[config.mk]
export PLATFORM = sky130hd
export DESIGN_NAME = execute_stage
export DESIGN_NICKNAME = d
export VERILOG_FILES = /design/src/hw/exec_pkg.sv /design/src/hw/operand_if.sv /design/src/hw/operand_select.sv /design/src/hw/alu.sv /design/src/hw/branch_unit.sv /design/src/hw/mul_div.sv /design/src/hw/result_select.sv /design/src/hw/execute_stage.sv
export SDC_FILE = /design/constraint.sdc
export NUM_CORES = 1
export LEC_CHECK = 0
export BUFFER_PORTS_ARGS = -buffer_cell sky130_fd_sc_hd__buf_2
export CELL_PAD_IN_SITES_DETAIL_PLACEMENT = 0
export CELL_PAD_IN_SITES_GLOBAL_PLACEMENT = 1
export CORE_ASPECT_RATIO = 0.8
export CORE_MARGIN = 2
export CORE_UTILIZATION = 25
export CTS_CLUSTER_DIAMETER = 30
export DETAILED_ROUTE_END_ITERATION = 6
export PLACE_DENSITY_LB_ADDON = 0.1
export RECOVER_POWER = 50
export SYNTH_ARGS = -nofsm -noshare
export SYNTH_HDL_FRONTEND = slang
export SYNTH_HIERARCHICAL = 1
export SYNTH_SLANG_ARGS = --single-unit
[constraint.sdc]
create_clock -name clk -period 7.7 [get_ports clk]
set_clock_uncertainty 0.15 [all_clocks]
set_input_delay 1.155 -clock clk [delete_from_list [all_inputs] [get_ports clk]]
set_output_delay 1.155 -clock clk [all_outputs]
set_load 0.03 [all_outputs]
[src/hw/exec_pkg.sv]
package exec_pkg;

   // Global history width used by fetch and the gshare predictor
   localparam int GHSR_WIDTH_DEFAULT = 8;

   typedef enum logic [3:0] {
      ALU_ADD   = 4'd0,
      ALU_SUB   = 4'd1,
      ALU_SLL   = 4'd2,
      ALU_SLT   = 4'd3,
      ALU_SLTU  = 4'd4,
      ALU_XOR   = 4'd5,
      ALU_SRL   = 4'd6,
      ALU_SRA   = 4'd7,
      ALU_OR    = 4'd8,
      ALU_AND   = 4'd9,
      ALU_LUI   = 4'd10, // Passes the right operand
      ALU_MUL   = 4'd11,
      ALU_MULHU = 4'd12,
      ALU_DIVU  = 4'd13,
      ALU_REMU  = 4'd14
   } alu_op_type;

   typedef enum logic [2:0] {
      BR_EQ  = 3'd0,
      BR_NE  = 3'd1,
      BR_LT  = 3'd2,
      BR_GE  = 3'd3,
      BR_LTU = 3'd4,
      BR_GEU = 3'd5
   } branch_op_type;

   typedef enum logic [1:0] {
      MEM_BYTE = 2'd0,
      MEM_HALF = 2'd1,
      MEM_WORD = 2'd2
   } mem_size_type;

   // Source of each register operand
   typedef enum logic [1:0] {
      FWD_NONE   = 2'b00, // Register file
      FWD_MEM_WB = 2'b01,
      FWD_EX_MEM = 2'b10
   } fwd_sel_type;

   typedef struct packed {
      alu_op_type    alu_op;
      logic          alu_src;   // Immediate replaces rs2
      logic          is_branch;
      branch_op_type branch_op;
      logic          is_jump;   // jal
      logic          is_jumpr;  // jalr
      logic          mem_read;
      logic          mem_write;
      mem_size_type  mem_size;
      logic          is_mul;    // alu_op is a multiply/divide
   } control_type;

   typedef struct packed {
      logic                          pred_taken;
      logic [31:0]                   pred_target;
      logic [GHSR_WIDTH_DEFAULT-1:0] pred_ghsr; // History fetch predicted with
   } branch_predict_type;

endpackage

[src/hw/operand_if.sv]
`timescale 1ns/1ns

interface operand_if import exec_pkg::*; ();
   logic [31:0] rs1;       // After forwarding
   logic [31:0] rs2;
   logic [31:0] alu_left;
   logic [31:0] alu_right;
   logic [31:0] imm;
   logic [31:0] pc;
   control_type ctrl;

   modport source (
      output rs1, rs2, alu_left, alu_right, imm, pc, ctrl
   );

   modport sink (
      input rs1, rs2, alu_left, alu_right, imm, pc, ctrl
   );
endinterface

[src/hw/operand_select.sv]
`timescale 1ns/1ns

module operand_select import exec_pkg::*; (
   input  logic [31:0] data1,
   input  logic [31:0] data2,
   input  logic [31:0] immediate_data,
   input  logic [31:0] pc,
   input  control_type control_in,
   input  fwd_sel_type fwd_sel_rs1,
   input  fwd_sel_type fwd_sel_rs2,
   input  logic [31:0] fwd_data_ex_mem,
   input  logic [31:0] fwd_data_mem_wb,
   operand_if.source   ops
);

   // Same mux for both source registers
   function automatic logic [31:0] fwd_pick(input fwd_sel_type sel, input logic [31:0] rf_data);
      logic [31:0] value;
      case (sel)
         FWD_MEM_WB: value = fwd_data_mem_wb;
         FWD_EX_MEM: value = fwd_data_ex_mem;
         default:    value = rf_data; // FWD_NONE and the unused code
      endcase
      return value;
   endfunction

   always_comb begin
      ops.rs1 = fwd_pick(fwd_sel_rs1, data1);
      ops.rs2 = fwd_pick(fwd_sel_rs2, data2);
      ops.alu_left = ops.rs1;
      if (control_in.alu_src) begin
         ops.alu_right = immediate_data; // I-type, lui
      end else begin
         ops.alu_right = ops.rs2;
      end
   end

   assign ops.imm  = immediate_data;
   assign ops.pc   = pc;
   assign ops.ctrl = control_in;

endmodule

[src/hw/alu.sv]
`timescale 1ns/1ns

module alu import exec_pkg::*; (
   operand_if.sink     ops,
   output logic [31:0] alu_result
);

   logic [4:0]  shamt;
   logic [31:0] left;
   logic [31:0] right;

   assign left  = ops.alu_left;
   assign right = ops.alu_right;
   assign shamt = right[4:0]; // RV32 shifts use the low 5 bits

   always_comb begin
      case (ops.ctrl.alu_op)
         ALU_ADD:  alu_result = left + right;
         ALU_SUB:  alu_result = left - right;
         ALU_SLL:  alu_result = left << shamt;
         ALU_SLT: begin
            alu_result = {31'd0, $signed(left) < $signed(right)};
         end
         ALU_SLTU: begin
            alu_result = {31'd0, left < right};
         end
         ALU_XOR:  alu_result = left ^ right;
         ALU_SRL:  alu_result = left >> shamt;
         ALU_SRA: begin
            // Arithmetic shift keeps the sign bit
            alu_result = $unsigned($signed(left) >>> shamt);
         end
         ALU_OR:   alu_result = left | right;
         ALU_AND:  alu_result = left & right;
         ALU_LUI:  alu_result = right; // Upper immediate already in place
         default:  alu_result = 32'd0; // Multiply/divide handled elsewhere
      endcase
   end

endmodule

[src/hw/branch_unit.sv]
`timescale 1ns/1ns

module branch_unit import exec_pkg::*; #(
   parameter int GHSR_WIDTH = GHSR_WIDTH_DEFAULT
) (
   operand_if.sink                 ops,
   input  branch_predict_type      branch_predict,
   output logic                    branch_taken,
   output logic [31:0]             branch_target_pc,
   output logic [31:0]             link_pc,
   output logic                    branch_flush,
   output logic                    update_ghsr,
   output logic [GHSR_WIDTH-1:0]   ghsr_restore
);

   logic        cond_true;
   logic        is_ctrl_flow;
   logic        dir_wrong;
   logic        target_wrong;
   logic [31:0] jalr_sum;

   // Condition from the comparison named by branch_op
   always_comb begin
      case (ops.ctrl.branch_op)
         BR_EQ:   cond_true = (ops.rs1 == ops.rs2);
         BR_NE:   cond_true = (ops.rs1 != ops.rs2);
         BR_LT:   cond_true = ($signed(ops.rs1) < $signed(ops.rs2));
         BR_GE:   cond_true = ($signed(ops.rs1) >= $signed(ops.rs2));
         BR_LTU:  cond_true = (ops.rs1 < ops.rs2);
         BR_GEU:  cond_true = (ops.rs1 >= ops.rs2);
         default: cond_true = 1'b0;
      endcase
   end

   assign is_ctrl_flow = ops.ctrl.is_branch | ops.ctrl.is_jump | ops.ctrl.is_jumpr;
   assign branch_taken = ops.ctrl.is_jump | ops.ctrl.is_jumpr
                       | (ops.ctrl.is_branch & cond_true);

   assign jalr_sum = ops.rs1 + ops.imm;

   always_comb begin
      if (ops.ctrl.is_jumpr) begin
         branch_target_pc = {jalr_sum[31:1], 1'b0}; // jalr clears bit 0
      end else begin
         branch_target_pc = ops.pc + ops.imm;
      end
   end

   assign link_pc = ops.pc + 32'd4;

   // Mispredicted direction, or taken to a different target
   assign dir_wrong    = (branch_taken != branch_predict.pred_taken);
   assign target_wrong = branch_taken & (branch_predict.pred_target != branch_target_pc);
   assign branch_flush = is_ctrl_flow & (dir_wrong | target_wrong);

   // Only conditional branches enter the gshare history
   assign update_ghsr  = ops.ctrl.is_branch;
   assign ghsr_restore = {branch_predict.pred_ghsr[GHSR_WIDTH-2:0], branch_taken};

endmodule

[src/hw/mul_div.sv]
`timescale 1ns/1ns

module mul_div import exec_pkg::*; (
   input  logic        clk,
   input  logic        reset,
   operand_if.sink     ops,
   output logic [31:0] muldiv_result,
   output logic        muldiv_ready
);

   typedef enum logic [1:0] {
      IDLE,
      BUSY,
      DONE
   } state_type;

   state_type   state;
   logic [5:0]  step_cnt;    // 32 steps, then one select cycle
   alu_op_type  op_q;
   logic        is_div_q;
   logic [31:0] hi_q;        // Upper product or partial remainder
   logic [31:0] lo_q;        // Multiplier bits or quotient bits
   logic [31:0] operand_q;   // Multiplicand or divisor
   logic [31:0] result_q;
   logic [31:0] hi_next;
   logic [31:0] lo_next;
   logic [32:0] mul_sum;
   logic [32:0] div_shift;
   logic [32:0] div_trial;

   // One shift-add or restoring-subtract step
   always_comb begin
      mul_sum   = {1'b0, hi_q} + (lo_q[0] ? {1'b0, operand_q} : 33'd0);
      div_shift = {hi_q, lo_q[31]};
      div_trial = div_shift - {1'b0, operand_q};
      if (is_div_q) begin
         if (!div_trial[32]) begin
            hi_next = div_trial[31:0];
            lo_next = {lo_q[30:0], 1'b1};
         end else begin
            hi_next = div_shift[31:0]; // Restore
            lo_next = {lo_q[30:0], 1'b0};
         end
      end else begin
         hi_next = mul_sum[32:1];
         lo_next = {mul_sum[0], lo_q[31:1]};
      end
   end

   always_ff @(posedge clk) begin
      if (reset) begin
         state    <= IDLE;
         step_cnt <= 6'd0;
      end else begin
         case (state)
            IDLE: if (ops.ctrl.is_mul) begin
               state    <= BUSY;
               step_cnt <= 6'd0;
            end
            BUSY: begin
               if (step_cnt == 6'd32) begin
                  state <= DONE;
               end
               step_cnt <= step_cnt + 6'd1;
            end
            DONE: if (!ops.ctrl.is_mul) begin
               state <= IDLE; // Pipeline has moved on
            end
            default: state <= IDLE;
         endcase
      end
   end

   always_ff @(posedge clk) begin
      if (state == IDLE) begin
         op_q      <= ops.ctrl.alu_op;
         is_div_q  <= (ops.ctrl.alu_op == ALU_DIVU) || (ops.ctrl.alu_op == ALU_REMU);
         hi_q      <= 32'd0;
         lo_q      <= ops.rs1;
         operand_q <= ops.rs2;
      end else if (state == BUSY && step_cnt != 6'd32) begin
         hi_q <= hi_next;
         lo_q <= lo_next;
      end
      if (state == BUSY && step_cnt == 6'd32) begin
         // MULHU and REMU live in the upper half
         result_q <= (op_q == ALU_MULHU || op_q == ALU_REMU) ? hi_q : lo_q;
      end
   end

   assign muldiv_result = result_q;
   assign muldiv_ready  = (state == DONE);

endmodule

[src/hw/result_select.sv]
`timescale 1ns/1ns

module result_select import exec_pkg::*; (
   operand_if.sink     ops,
   input  logic [31:0] alu_result,
   input  logic [31:0] link_pc,
   input  logic [31:0] muldiv_result,
   output logic [31:0] rd_data,
   output logic [31:0] memory_addr,
   output logic [31:0] memory_data
);

   assign memory_addr = ops.rs1 + ops.imm;

   // Store data repeated on every byte lane
   always_comb begin
      case (ops.ctrl.mem_size)
         MEM_BYTE: memory_data = {4{ops.rs2[7:0]}};
         MEM_HALF: memory_data = {2{ops.rs2[15:0]}};
         default:  memory_data = ops.rs2;
      endcase
   end

   always_comb begin
      if (ops.ctrl.is_jump || ops.ctrl.is_jumpr) begin
         rd_data = link_pc;       // Return address
      end else if (ops.ctrl.mem_read || ops.ctrl.mem_write) begin
         rd_data = memory_addr;
      end else if (ops.ctrl.is_mul) begin
         rd_data = muldiv_result;
      end else begin
         rd_data = alu_result;
      end
   end

endmodule

[src/hw/execute_stage.sv]
`timescale 1ns/1ns

module execute_stage import exec_pkg::*; #(
   parameter int GHSR_WIDTH = GHSR_WIDTH_DEFAULT
) (
   input  logic                  clk,
   input  logic                  reset,
   input  logic [31:0]           data1,
   input  logic [31:0]           data2,
   input  logic [31:0]           pc,
   input  logic [31:0]           immediate_data,
   input  control_type           control_in,
   input  branch_predict_type    branch_predict,
   input  fwd_sel_type           fwd_sel_rs1,
   input  fwd_sel_type           fwd_sel_rs2,
   input  logic [31:0]           fwd_data_ex_mem,
   input  logic [31:0]           fwd_data_mem_wb,
   output control_type           control_out,
   output logic [31:0]           rd_data,
   output logic [31:0]           branch_target_pc,
   output logic                  branch_flush,
   output logic [31:0]           memory_data,
   output logic [31:0]           memory_addr,
   output logic                  ex2if_branch_valid,
   output logic                  ex2if_branch_taken,
   output logic [31:0]           ex2if_branch_addr,
   output logic [31:0]           ex2if_branch_target_addr,
   output logic                  ex2if_branch_update_ghsr,
   output logic [GHSR_WIDTH-1:0] ex2if_ghsr_restore,
   output logic                  muldiv_ready
);

   logic [31:0] alu_result;
   logic [31:0] muldiv_result;
   logic [31:0] link_pc;

   operand_if ops ();

   operand_select operand_select_i (
      .data1           (data1),
      .data2           (data2),
      .immediate_data  (immediate_data),
      .pc              (pc),
      .control_in      (control_in),
      .fwd_sel_rs1     (fwd_sel_rs1),
      .fwd_sel_rs2     (fwd_sel_rs2),
      .fwd_data_ex_mem (fwd_data_ex_mem),
      .fwd_data_mem_wb (fwd_data_mem_wb),
      .ops             (ops.source)
   );

   alu alu_i (
      .ops        (ops.sink),
      .alu_result (alu_result)
   );

   branch_unit #(
      .GHSR_WIDTH (GHSR_WIDTH)
   ) branch_unit_i (
      .ops              (ops.sink),
      .branch_predict   (branch_predict),
      .branch_taken     (ex2if_branch_taken),
      .branch_target_pc (branch_target_pc),
      .link_pc          (link_pc),
      .branch_flush     (branch_flush),
      .update_ghsr      (ex2if_branch_update_ghsr),
      .ghsr_restore     (ex2if_ghsr_restore)
   );

   mul_div mul_div_i (
      .clk           (clk),
      .reset         (reset),
      .ops           (ops.sink),
      .muldiv_result (muldiv_result),
      .muldiv_ready  (muldiv_ready)
   );

   result_select result_select_i (
      .ops           (ops.sink),
      .alu_result    (alu_result),
      .link_pc       (link_pc),
      .muldiv_result (muldiv_result),
      .rd_data       (rd_data),
      .memory_addr   (memory_addr),
      .memory_data   (memory_data)
   );

   // Feedback to fetch for the predictor
   assign ex2if_branch_valid       = control_in.is_branch | control_in.is_jump | control_in.is_jumpr;
   assign ex2if_branch_addr        = pc;
   assign ex2if_branch_target_addr = branch_target_pc;

   assign control_out = control_in;

endmodule

After elaboration in Yosys (flattened, before gate mapping)
Cells that the tools add are included.
{"block": "op_classes", "n_eq_ne": 35, "reduce_logical": 14, "addsub": 8, "n_mux": 24, "n_bitwise": 11, "n_lt_le_gt_ge": 6, "shift": 3}
{"operator": "2-to-1 mux 32 bit", "n": 12}
{"operator": "one-hot mux 32 bit (11 select lines)", "n": 1}
{"operator": "one-hot mux 32 bit (2 select lines)", "n": 3}
{"operator": "< comparator 32 bit", "n": 4}
{"operator": "adder 32 bit", "n": 3}
{"operator": ">= comparator 32 bit", "n": 2}
{"operator": "!= test 32 bit", "n": 2}
{"operator": "adder 32 x 33 -> 33 bit", "n": 1}
{"operator": "subtractor 33 x 32 -> 33 bit", "n": 1}
{"operator": "adder 32 x 3 -> 32 bit (second input constant)", "n": 1}
{"operator": "bitwise AND 32 bit", "n": 1}
{"operator": "== test 32 bit", "n": 1}
{"operator": "bitwise OR 32 bit", "n": 1}
{"operator": "<< shifter 32 x 5 -> 32 bit", "n": 1}
{"operator": ">> shifter 32 x 5 -> 32 bit", "n": 1}
{"operator": ">>> shifter 32 x 5 -> 32 bit", "n": 1}
{"operator": "subtractor 32 bit", "n": 1}
{"operator": "bitwise XOR 32 bit", "n": 1}
{"operator": "== test 4 bit (second input constant)", "n": 7}
{"operator": "== test 4 x 3 -> 1 bit (second input constant)", "n": 4}
{"operator": "one-hot mux 6 bit (2 select lines)", "n": 1}
{"operator": "== test 2 x 1 -> 1 bit (second input constant)", "n": 4}
{"operator": "== test 4 x 2 -> 1 bit (second input constant)", "n": 2}
{"operator": "adder 6 x 1 -> 6 bit (second input constant)", "n": 1}
{"operator": "25 further kinds", "n": 44}
{"block": "totals", "reg_bits": 141, "inputBits": 255}

Longest topological paths before layout
Gate-level depths: netlist of the first run.
{"block": "logic_depth", "depth_word": 9, "ltp_mapped": 26, "mapped_depth_nobuf": 22}

By module
Netlist of the first run, hierarchy kept.
{"module": "mul_div", "seq_area_each_um2": 3803.6, "area_each_um2": 9864.5, "cells_per_inst": 1060, "instances": 1}
{"module": "alu", "seq_area_each_um2": 0.0, "area_each_um2": 8932.3, "cells_per_inst": 1381, "instances": 1}
{"module": "branch_unit", "seq_area_each_um2": 0.0, "area_each_um2": 6563.8, "cells_per_inst": 941, "instances": 1}
{"module": "result_select", "seq_area_each_um2": 0.0, "area_each_um2": 3215.6, "cells_per_inst": 463, "instances": 1}
{"module": "operand_select", "seq_area_each_um2": 0.0, "area_each_um2": 2941.6, "cells_per_inst": 409, "instances": 1}
{"module": "execute_stage", "seq_area_each_um2": 0.0, "area_each_um2": 606.8, "cells_per_inst": 81, "instances": 1}

Least setup slack after synthesis of the first run
OpenSTA, ideal clock, no wires.
{"block": "synth_path", "path_type": "input-to-output", "from": "input port fwd_sel_rs2[0]", "to": "output port rd_data[0]", "path_stages": 24, "slack_ns": 0.203, "t_required_ns": 6.395, "path_buffers": 5, "t_arrival_ns": 6.192, "path_cell_list": "inv_1 ha_1 buf_6 buf_2 nor2b_1 o31ai_2 inv_1 buf_2 buf_1 buf_1 ha_1 nor2_1 o221ai_1 a21oi_1 o311ai_1 a21oi_1 or2_1 a221o_1 a211o_1 o2111ai_1 mux2i_1 nand2_1 o21ai_0 o21ai_0"}
{"block": "synth_via", "elab_chain_len": 8, "elab_cells_between_ends": 18, "cone_classes": "add/sub: 2; order compare: 2; eq/ne: 2; shift: 3; mux: 6; bitwise: 3"}
{"item": "start, declared", "line_no": "execute_stage.sv:15", "text": "input fwd_sel_type fwd_sel_rs2,"}
{"item": "== test 2 bit or == test 2 x 1 -> 1 bit (tied branches)", "line_no": "operand_select.sv:19", "text": "case (sel)"}
{"item": "one-hot mux 32 bit (2 select lines) (*)", "line_no": "operand_select.sv:19"}
{"item": "2-to-1 mux 32 bit (*)", "line_no": "operand_select.sv:31", "text": "if (control_in.alu_src) begin"}
{"item": "named net ops.alu_right[2]", "line_no": "operand_if.sv:7", "text": "logic [31:0] alu_right;"}
{"item": "< comparator 32 bit (tied with other cells)", "line_no": "alu.sv:25", "text": "alu_result = {31'd0, left < right};"}
{"item": "one-hot mux 32 bit (11 select lines) (*)", "line_no": "alu.sv:17", "text": "case (ops.ctrl.alu_op)"}
{"item": "named net alu_result[0]", "line_no": "execute_stage.sv:33", "text": "logic [31:0] alu_result;"}
{"item": "2-to-1 mux 32 bit (*)", "line_no": "result_select.sv:29", "text": "end else if (ops.ctrl.is_mul) begin"}
{"item": "2-to-1 mux 32 bit (*)", "line_no": "result_select.sv:27", "text": "end else if (ops.ctrl.mem_read || ops.ctrl.mem_write) begin"}
{"item": "2-to-1 mux 32 bit (*)", "line_no": "result_select.sv:25", "text": "if (ops.ctrl.is_jump || ops.ctrl.is_jumpr) begin"}
{"item": "end, declared", "line_no": "execute_stage.sv:19", "text": "output logic [31:0] rd_data,"}
Mark *: on every way through the listed nets, which the timed path passes. The rest lies on a longest branch.

Final worst setup path of the first run
{"block": "layout_path", "from": "input port fwd_sel_rs2[0]", "to": "output port rd_data[30]"}
{"block": "layout_via", "elab_chain_len": 8, "elab_cells_between_ends": 16, "cone_classes": "add/sub: 2; eq/ne: 2; shift: 3; mux: 6; bitwise: 3"}
{"item": "== test 2 bit or == test 2 x 1 -> 1 bit (tied branches)", "line_no": "operand_select.sv:19"}
{"item": "one-hot mux 32 bit (2 select lines) (*)", "line_no": "operand_select.sv:19"}
{"item": "2-to-1 mux 32 bit (*)", "line_no": "operand_select.sv:31"}
{"item": "named net ops.alu_right[3]", "line_no": "operand_if.sv:7"}
{"item": "subtractor 32 bit (tied with other cells)", "line_no": "alu.sv:19", "text": "ALU_SUB: alu_result = left - right;"}
{"item": "one-hot mux 32 bit (11 select lines) (*)", "line_no": "alu.sv:17"}
{"item": "named net alu_result[30]", "line_no": "execute_stage.sv:33"}
{"item": "2-to-1 mux 32 bit (*)", "line_no": "result_select.sv:29"}
{"item": "2-to-1 mux 32 bit (*)", "line_no": "result_select.sv:27"}
{"item": "2-to-1 mux 32 bit (*)", "line_no": "result_select.sv:25"}
Marks and branches as above.

==> impl_metrics.tcl, run 1 <==
set metrics [dict create \
    crit_type "in2out" \
    die_w_um 405 \
    initial_core_util 0.252 \
    drc 0 \
    track_usage 0.293 \
    globalRouteOverflowTotal 0 \
    hpwl_um 168000 \
    die_h_um 325 \
    setup_viol 0 \
    status "finished clean" \
    cp-start-kind "primary input" \
    grt_max_degree 96 \
    wire_per_inst_um 30.8 \
    drt-vias-per-instance 5.64 \
    layout.cells.non_filler 6484 \
    num_rows 117 \
    rsz0062_at_grt "yes" \
    clk_latency_ns 0.50 \
    grt_pass1_wl_um 276000 \
    core_sq_mm 0.127 \
    p_leak_nw 16.9 \
    max_freq_mhz 132 \
    clock-sinks 140 \
    gp_congestion 0.959 \
    drtAntennaViolNets 0 \
    num_io_pins 476 \
    synth_nets 4891 \
    vdd_drop_max_mv 0.170 \
    syn2layout_area_growth_pct 19.8 \
    cp.required_ns 6.39 \
    cts_max_level 4 \
    total_power_mw 6.98 \
    routed_wl_um 200000 \
    clk_pin_slew_ns 0.08 \
    critPathArrivalTime_ns 6.29 \
    cts_tree "built" \
    via_count 36600 \
    syn-cell-area_sq_mm 0.0321 \
    hold_path.class "reg2reg" \
    finalCriticalPeriod_ns 7.60 \
    finalCritPeriodShare 0.987 \
    nNetsFinal 5357 \
    cts.path.max_buffers 2 \
    numCtsBuffers 17 \
    avgSynthCellArea_sq_um 7.41 \
    dp_cells 6422 \
    ys_warn_count 6 \
    critPathCaptureType "primary output" \
    maxSlewViolCount 0 \
    worst_pin_slew_ns 1.36 \
    drive_gt1_frac 0.258 \
    maxSlewHeadroom 0.0962 \
    grt_pass1_vias 34700 \
    dieArea_sq_mm 0.131 \
    drtIter0Drc 3906 \
    p_per_area_mw_per_mm2 182 \
    hold_violations 0 \
    fin_tns_setup_ns 0 \
    cap_violations 0 \
    hold_buffers 0 \
    antenna_found_initial 18 \
    root_buffer "clkbuf_16" \
    worstPathMaxFanout 6 \
    fin_ws_ns 0.101 \
    syn_inst 4334 \
    numPortBuffers 460 \
    dr.pass1.iters 6 \
    dp_slack_ns -0.368 \
]
-- per-stage QoR --
stage | utilization | hold WS, ns | cell area [sq um]
global route | 0.302 | 0.393 | 38500
floorplan | - | 0.316 | 32100
global placement | 0.293 | 0.333 | 37300
finish | 0.302 | 0.352 | 38500
detailed placement | 0.293 | 0.341 | 37300
CTS | 0.298 | 0.353 | 38000
-- registers in the layout, indices dropped and copies added (netlist names) --
register                 cells
mul_div_i/hi_q              32
mul_div_i/lo_q              32
mul_div_i/muldiv_result     32
mul_div_i/operand_q         32
mul_div_i/step_cnt           6
mul_div_i/op_q               3
mul_div_i/state              2
mul_div_i/is_div_q           1
-- report_power, final --
| part | switching, mW | internal (mW) |
|---|---|---|
| registers | 0.102 | 0.896 |
| logic | 3.32 | 1.79 |
| clock network | 0.395 | 0.483 |
-- worst paths after layout --
check,startpoint,endpoint,slack (ns),cells past startpoint
setup / recovery,fwd_sel_rs2[0],rd_data[30],0.10,27
hold / removal,mul_div_i/step_cnt[4]$_SDFFE_PP0P_,mul_div_i/step_cnt[4]$_SDFFE_PP0P_,0.35,2
setup reg to reg,mul_div_i/lo_q[0]$_DFFE_PP_,mul_div_i/hi_q[29]$_SDFFE_PP0P_,3.26,13
hold reg to reg,mul_div_i/step_cnt[4]$_SDFFE_PP0P_,mul_div_i/step_cnt[4]$_SDFFE_PP0P_,0.35,2
-- placed cells by master (no fill, tap or decap), types with 100 or more instances in the layout --
cell	n
a21oi_1	323
xnor2_1	121
ha_1	288
nand2_1	453
edfxtp_1	100
buf_4	426
mux2i_1	141
nor2_1	357
o21ai_0	285
buf_2	457
inv_1	217
-- final cells by class --
| cell class | count | area, sq um |
|---|---|---|
| Antenna cell | 5 | 12.5 |
| Clock buffer | 18 | 429 |
| Clock inverter | 14 | 155 |
| Fill cell | 14100 | 88900 |
| Inverter | 223 | 842 |
| Multi-Input combinational cell | 3503 | 25100 |
| Sequential cell | 140 | 3800 |
| Tap cell | 1666 | 2080 |
| Timing Repair Buffer | 915 | 6070 |
-- critical path, stage by stage --
cell	delay, ns
buf_2	0.14
inv_1	0.08
ha_4	0.25
buf_4	0.19
buf_4	0.14
nor2b_1	0.15
o31ai_4	0.41
inv_2	0.09
ha_1	0.20
or2_0	0.23
o221ai_2	0.19
a21oi_1	0.15
o311ai_2	0.35
buf_4	0.24
a21oi_4	0.08
or2_4	0.25
a221o_1	0.34
buf_4	0.15
a221o_1	0.31
a21o_1	0.18
mux2i_1	0.15
nand2_1	0.09
o21ai_0	0.14
nor2_1	0.07
a221oi_1	0.25
a31oi_1	0.07
buf_2	0.21
-- per-layer routing --
metal  global-route usage  wire length (um)  vias to the layer above
met5                    0                50                        -
met2                0.425             81800                     1610
met3               0.0490             14600                      192
li1                     -                 -                    16800
met1                0.443             98600                    18000
met4               0.0698              4840                       10
-- timing repair --
action | 4_1_cts | 5_1_grt
buffers inserted | 1 | 24
gates resized for setup | 17 | 62
endpoints found under the setup margin | 12 | 18
pin swaps | 1 | 10
No activity file was read; power rests on OpenSTA's default activity.
==> inputs of run 2 (changes only) <==
Settings changed: CELL_PAD_IN_SITES_DETAIL_PLACEMENT 0 to not set, CELL_PAD_IN_SITES_GLOBAL_PLACEMENT 1 to not set, CTS_BUF_LIST set to sky130_fd_sc_hd__clkbuf_8, PLACE_DENSITY_LB_ADDON 0.1 to not set.
==> run 2 against run 1 <==
  * The flow now finishes with violations (design-rule violations, max-capacitance violations, max-slew violations)
  * Clock power down 25%
  * Register-to-register slack better by 0.31 ns
  * Final area down 1.7%
  * Maximum frequency about the same
  * Sequential power down 2.5%
  * Core utilization down 0.52 points
  * Routed wire length down 8.5%
  * Count of clock-buffer cells in the layout down 1
  * Final cell count down 0.48%
  * Critical path depth down 6
  * Hold slack better by 0.015 ns
  * Critical endpoint is now rd_data[8]
==> impl_metrics.tcl, run 2 (synthesis results as in run 1) <==
set metrics [dict create \
    drtAntennaViolNets 0 \
    crit_type "in2out" \
    status "finished with violations" \
    layout.cells.most_common_list "456 x buf_2, 453 x nand2_1, 397 x buf_4, 359 x nor2_1, 328 x a21oi_1" \
    cts_max_level 4 \
    drtIter0Drc 4970 \
    violations "design-rule violations, max-capacitance violations, max-slew violations" \
    dr.pass1.iters 7 \
    dieArea_sq_mm 0.131 \
    critPathArrivalTime_ns 6.30 \
    num-fill-cells 13900 \
    drt-vias-per-instance 5.81 \
    grt_max_degree 77 \
    drc 1 \
    nNetsFinal 5322 \
    finalCritPeriodShare 0.988 \
    seq_area_sq_mm 0.00380 \
    globalRouteOverflowTotal 0 \
    maxSlewViolCount 57 \
    reg2reg_to "mul_div_i/hi_q[24]$_SDFFE_PP0P_" \
    syn2layout_area_growth_pct 17.8 \
    cap_violations 2 \
    cp.required_ns 6.39 \
    via_count 37500 \
    critPathCaptureType "primary output" \
    routed_wl_um 183000 \
    initial_core_util 0.252 \
    drive_gt1_frac 0.246 \
    reg2regPathDepth 13 \
    clk_latency_ns 0.48 \
    wire_per_inst_um 28.3 \
    r2r_slack_ns 3.57 \
    maxSlewHeadroom -0.286 \
    core_sq_mm 0.127 \
    max_freq_mhz 131 \
    worst_pin_slew_ns 1.93 \
    grt_pass1_wl_um 255000 \
    vdd_drop_max_mv 0.101 \
    track_usage 0.264 \
    finalCriticalPeriod_ns 7.60 \
    setup_viol 0 \
    hpwl_um 152000 \
    final_common_cell "buf_2" \
    p_per_area_mw_per_mm2 176 \
    cp-endpoint "rd_data[8]" \
    startpoint "fwd_sel_rs2[0]" \
    numCtsBuffers 17 \
    final_cell_area_sq_mm 0.0378 \
    rsz0062_at_grt "yes" \
    numPortBuffers 460 \
    p_leak_nw 16.6 \
    holdWs_ns 0.367 \
    num_rows 117 \
    hold_path.class "reg2reg" \
    grt_pass1_vias 34500 \
    root_buffer "clkbuf_8" \
    gp_congestion 1.08 \
    reg2reg_from "mul_div_i/lo_q[31]$_DFFE_PP_" \
    hold_violations 0 \
    die_w_um 405 \
    total_power_mw 6.66 \
    cp-start-kind "primary input" \
    clock-sinks 140 \
    die_h_um 325 \
    clk_pin_slew_ns 0.09 \
    num_io_pins 476 \
    multiInputGateArea_sq_mm 0.0250 \
    worstPathMaxFanout 16 \
    cts.path.max_buffers 2 \
    antenna_found_initial 16 \
    placed_cell_area_sq_mm 0.0370 \
    cts_tree "built" \
]
==> run 2: changes by cell type in the layout (fill, tap and decap cells not counted), moves of 5 or more <==
| cell | before | now |
|---|---|---|
| buf_6 | 2 | 8 |
| clkbuf_8 | 0 | 17 |
| o21ai_2 | 13 | 5 |
| a21oi_2 | 12 | 7 |
| buf_12 | 24 | 13 |
| a21oi_1 | 323 | 328 |
| buf_4 | 426 | 397 |
| mux2_1 | 0 | 6 |
| clkbuf_16 | 17 | 0 |
| mux2_2 | 63 | 57 |
==> run 2: worst min-delay path by stage <==
stage / endpoint / start / slack (ns) / cells past startpoint
CTS: mul_div_i/step_cnt[4]$_SDFFE_PP0P_ / mul_div_i/step_cnt[4]$_SDFFE_PP0P_ / 0.37 / 2
global placement: mul_div_i/step_cnt[4]$_SDFFE_PP0P_ / mul_div_i/step_cnt[4]$_SDFFE_PP0P_ / 0.34 / 2
global route: mul_div_i/step_cnt[4]$_SDFFE_PP0P_ / mul_div_i/step_cnt[4]$_SDFFE_PP0P_ / 0.40 / 2
finish: mul_div_i/step_cnt[4]$_SDFFE_PP0P_ / mul_div_i/step_cnt[4]$_SDFFE_PP0P_ / 0.37 / 2
floorplan: mul_div_i/step_cnt[4]$_SDFFE_PP0P_ / mul_div_i/step_cnt[4]$_SDFFE_PP0P_ / 0.32 / 2
detailed placement: mul_div_i/step_cnt[4]$_SDFFE_PP0P_ / mul_div_i/step_cnt[4]$_SDFFE_PP0P_ / 0.35 / 2
==> run 2: critical path: stages <==
cell,delay [ns]
buf_2,0.11
inv_1,0.07
ha_4,0.33
buf_6,0.20
nor2b_1,0.29
o31ai_4,0.09
buf_4,0.17
buf_4,0.15
fa_1,0.43
nor2_1,0.23
o221ai_2,0.18
a21oi_1,0.25
nor2_1,0.10
o31ai_1,0.28
xnor2_1,0.17
o311ai_0,0.38
mux2i_1,0.26
nand2_1,0.21
o21ai_0,0.10
o21ai_0,0.76
buf_2,0.35
==> run 2: cell type report <==
type	instances	area share
diodes	9	0.000595
clock buffers	17	0.00619
clock inverters	15	0.00496
inverters	223	0.0221
multi-input cells	3503	0.661
flip-flops and latches	140	0.101
well taps	1666	0.0551
repair buffers	880	0.149
==> run 2: power by group <==
part | leakage [nW] | internal [mW] | switching, mW
combinational | 15.0 | 1.76 | 3.27
clock | 0.211 | 0.326 | 0.335
sequential | 1.35 | 0.895 | 0.0786
==> run 2: stage by stage <==
stage          setup TNS (ns)  std cells  setup WS (ns)   util
6_report                    0       6453         0.0952  0.297
5_1_grt               -0.0941       6448        -0.0463  0.297
4_1_cts                     0       6435        0.00325  0.294
3_5_place_dp          -0.0920       6403        -0.0920  0.290
3_3_place_gp          -0.0724       6403        -0.0724  0.290
2_1_floorplan               0       4334          0.203      -
==> run 2: timing repair <==
action	in CTS	in global routing
endpoints found under the setup margin	2	18
setup buffers	0	9
pin swaps	0	12
resized for setup	3	63
hold buffers	0	0
==> run 2: per-layer routing <==
layer | wire (um) | vias up | GRT usage
li1 | - | 16700 | -
met1 | 77900 | 18200 | 0.374
met2 | 73200 | 2389 | 0.379
met3 | 26000 | 285 | 0.0868
met4 | 5630 | 12 | 0.0658
met5 | 74 | - | 0
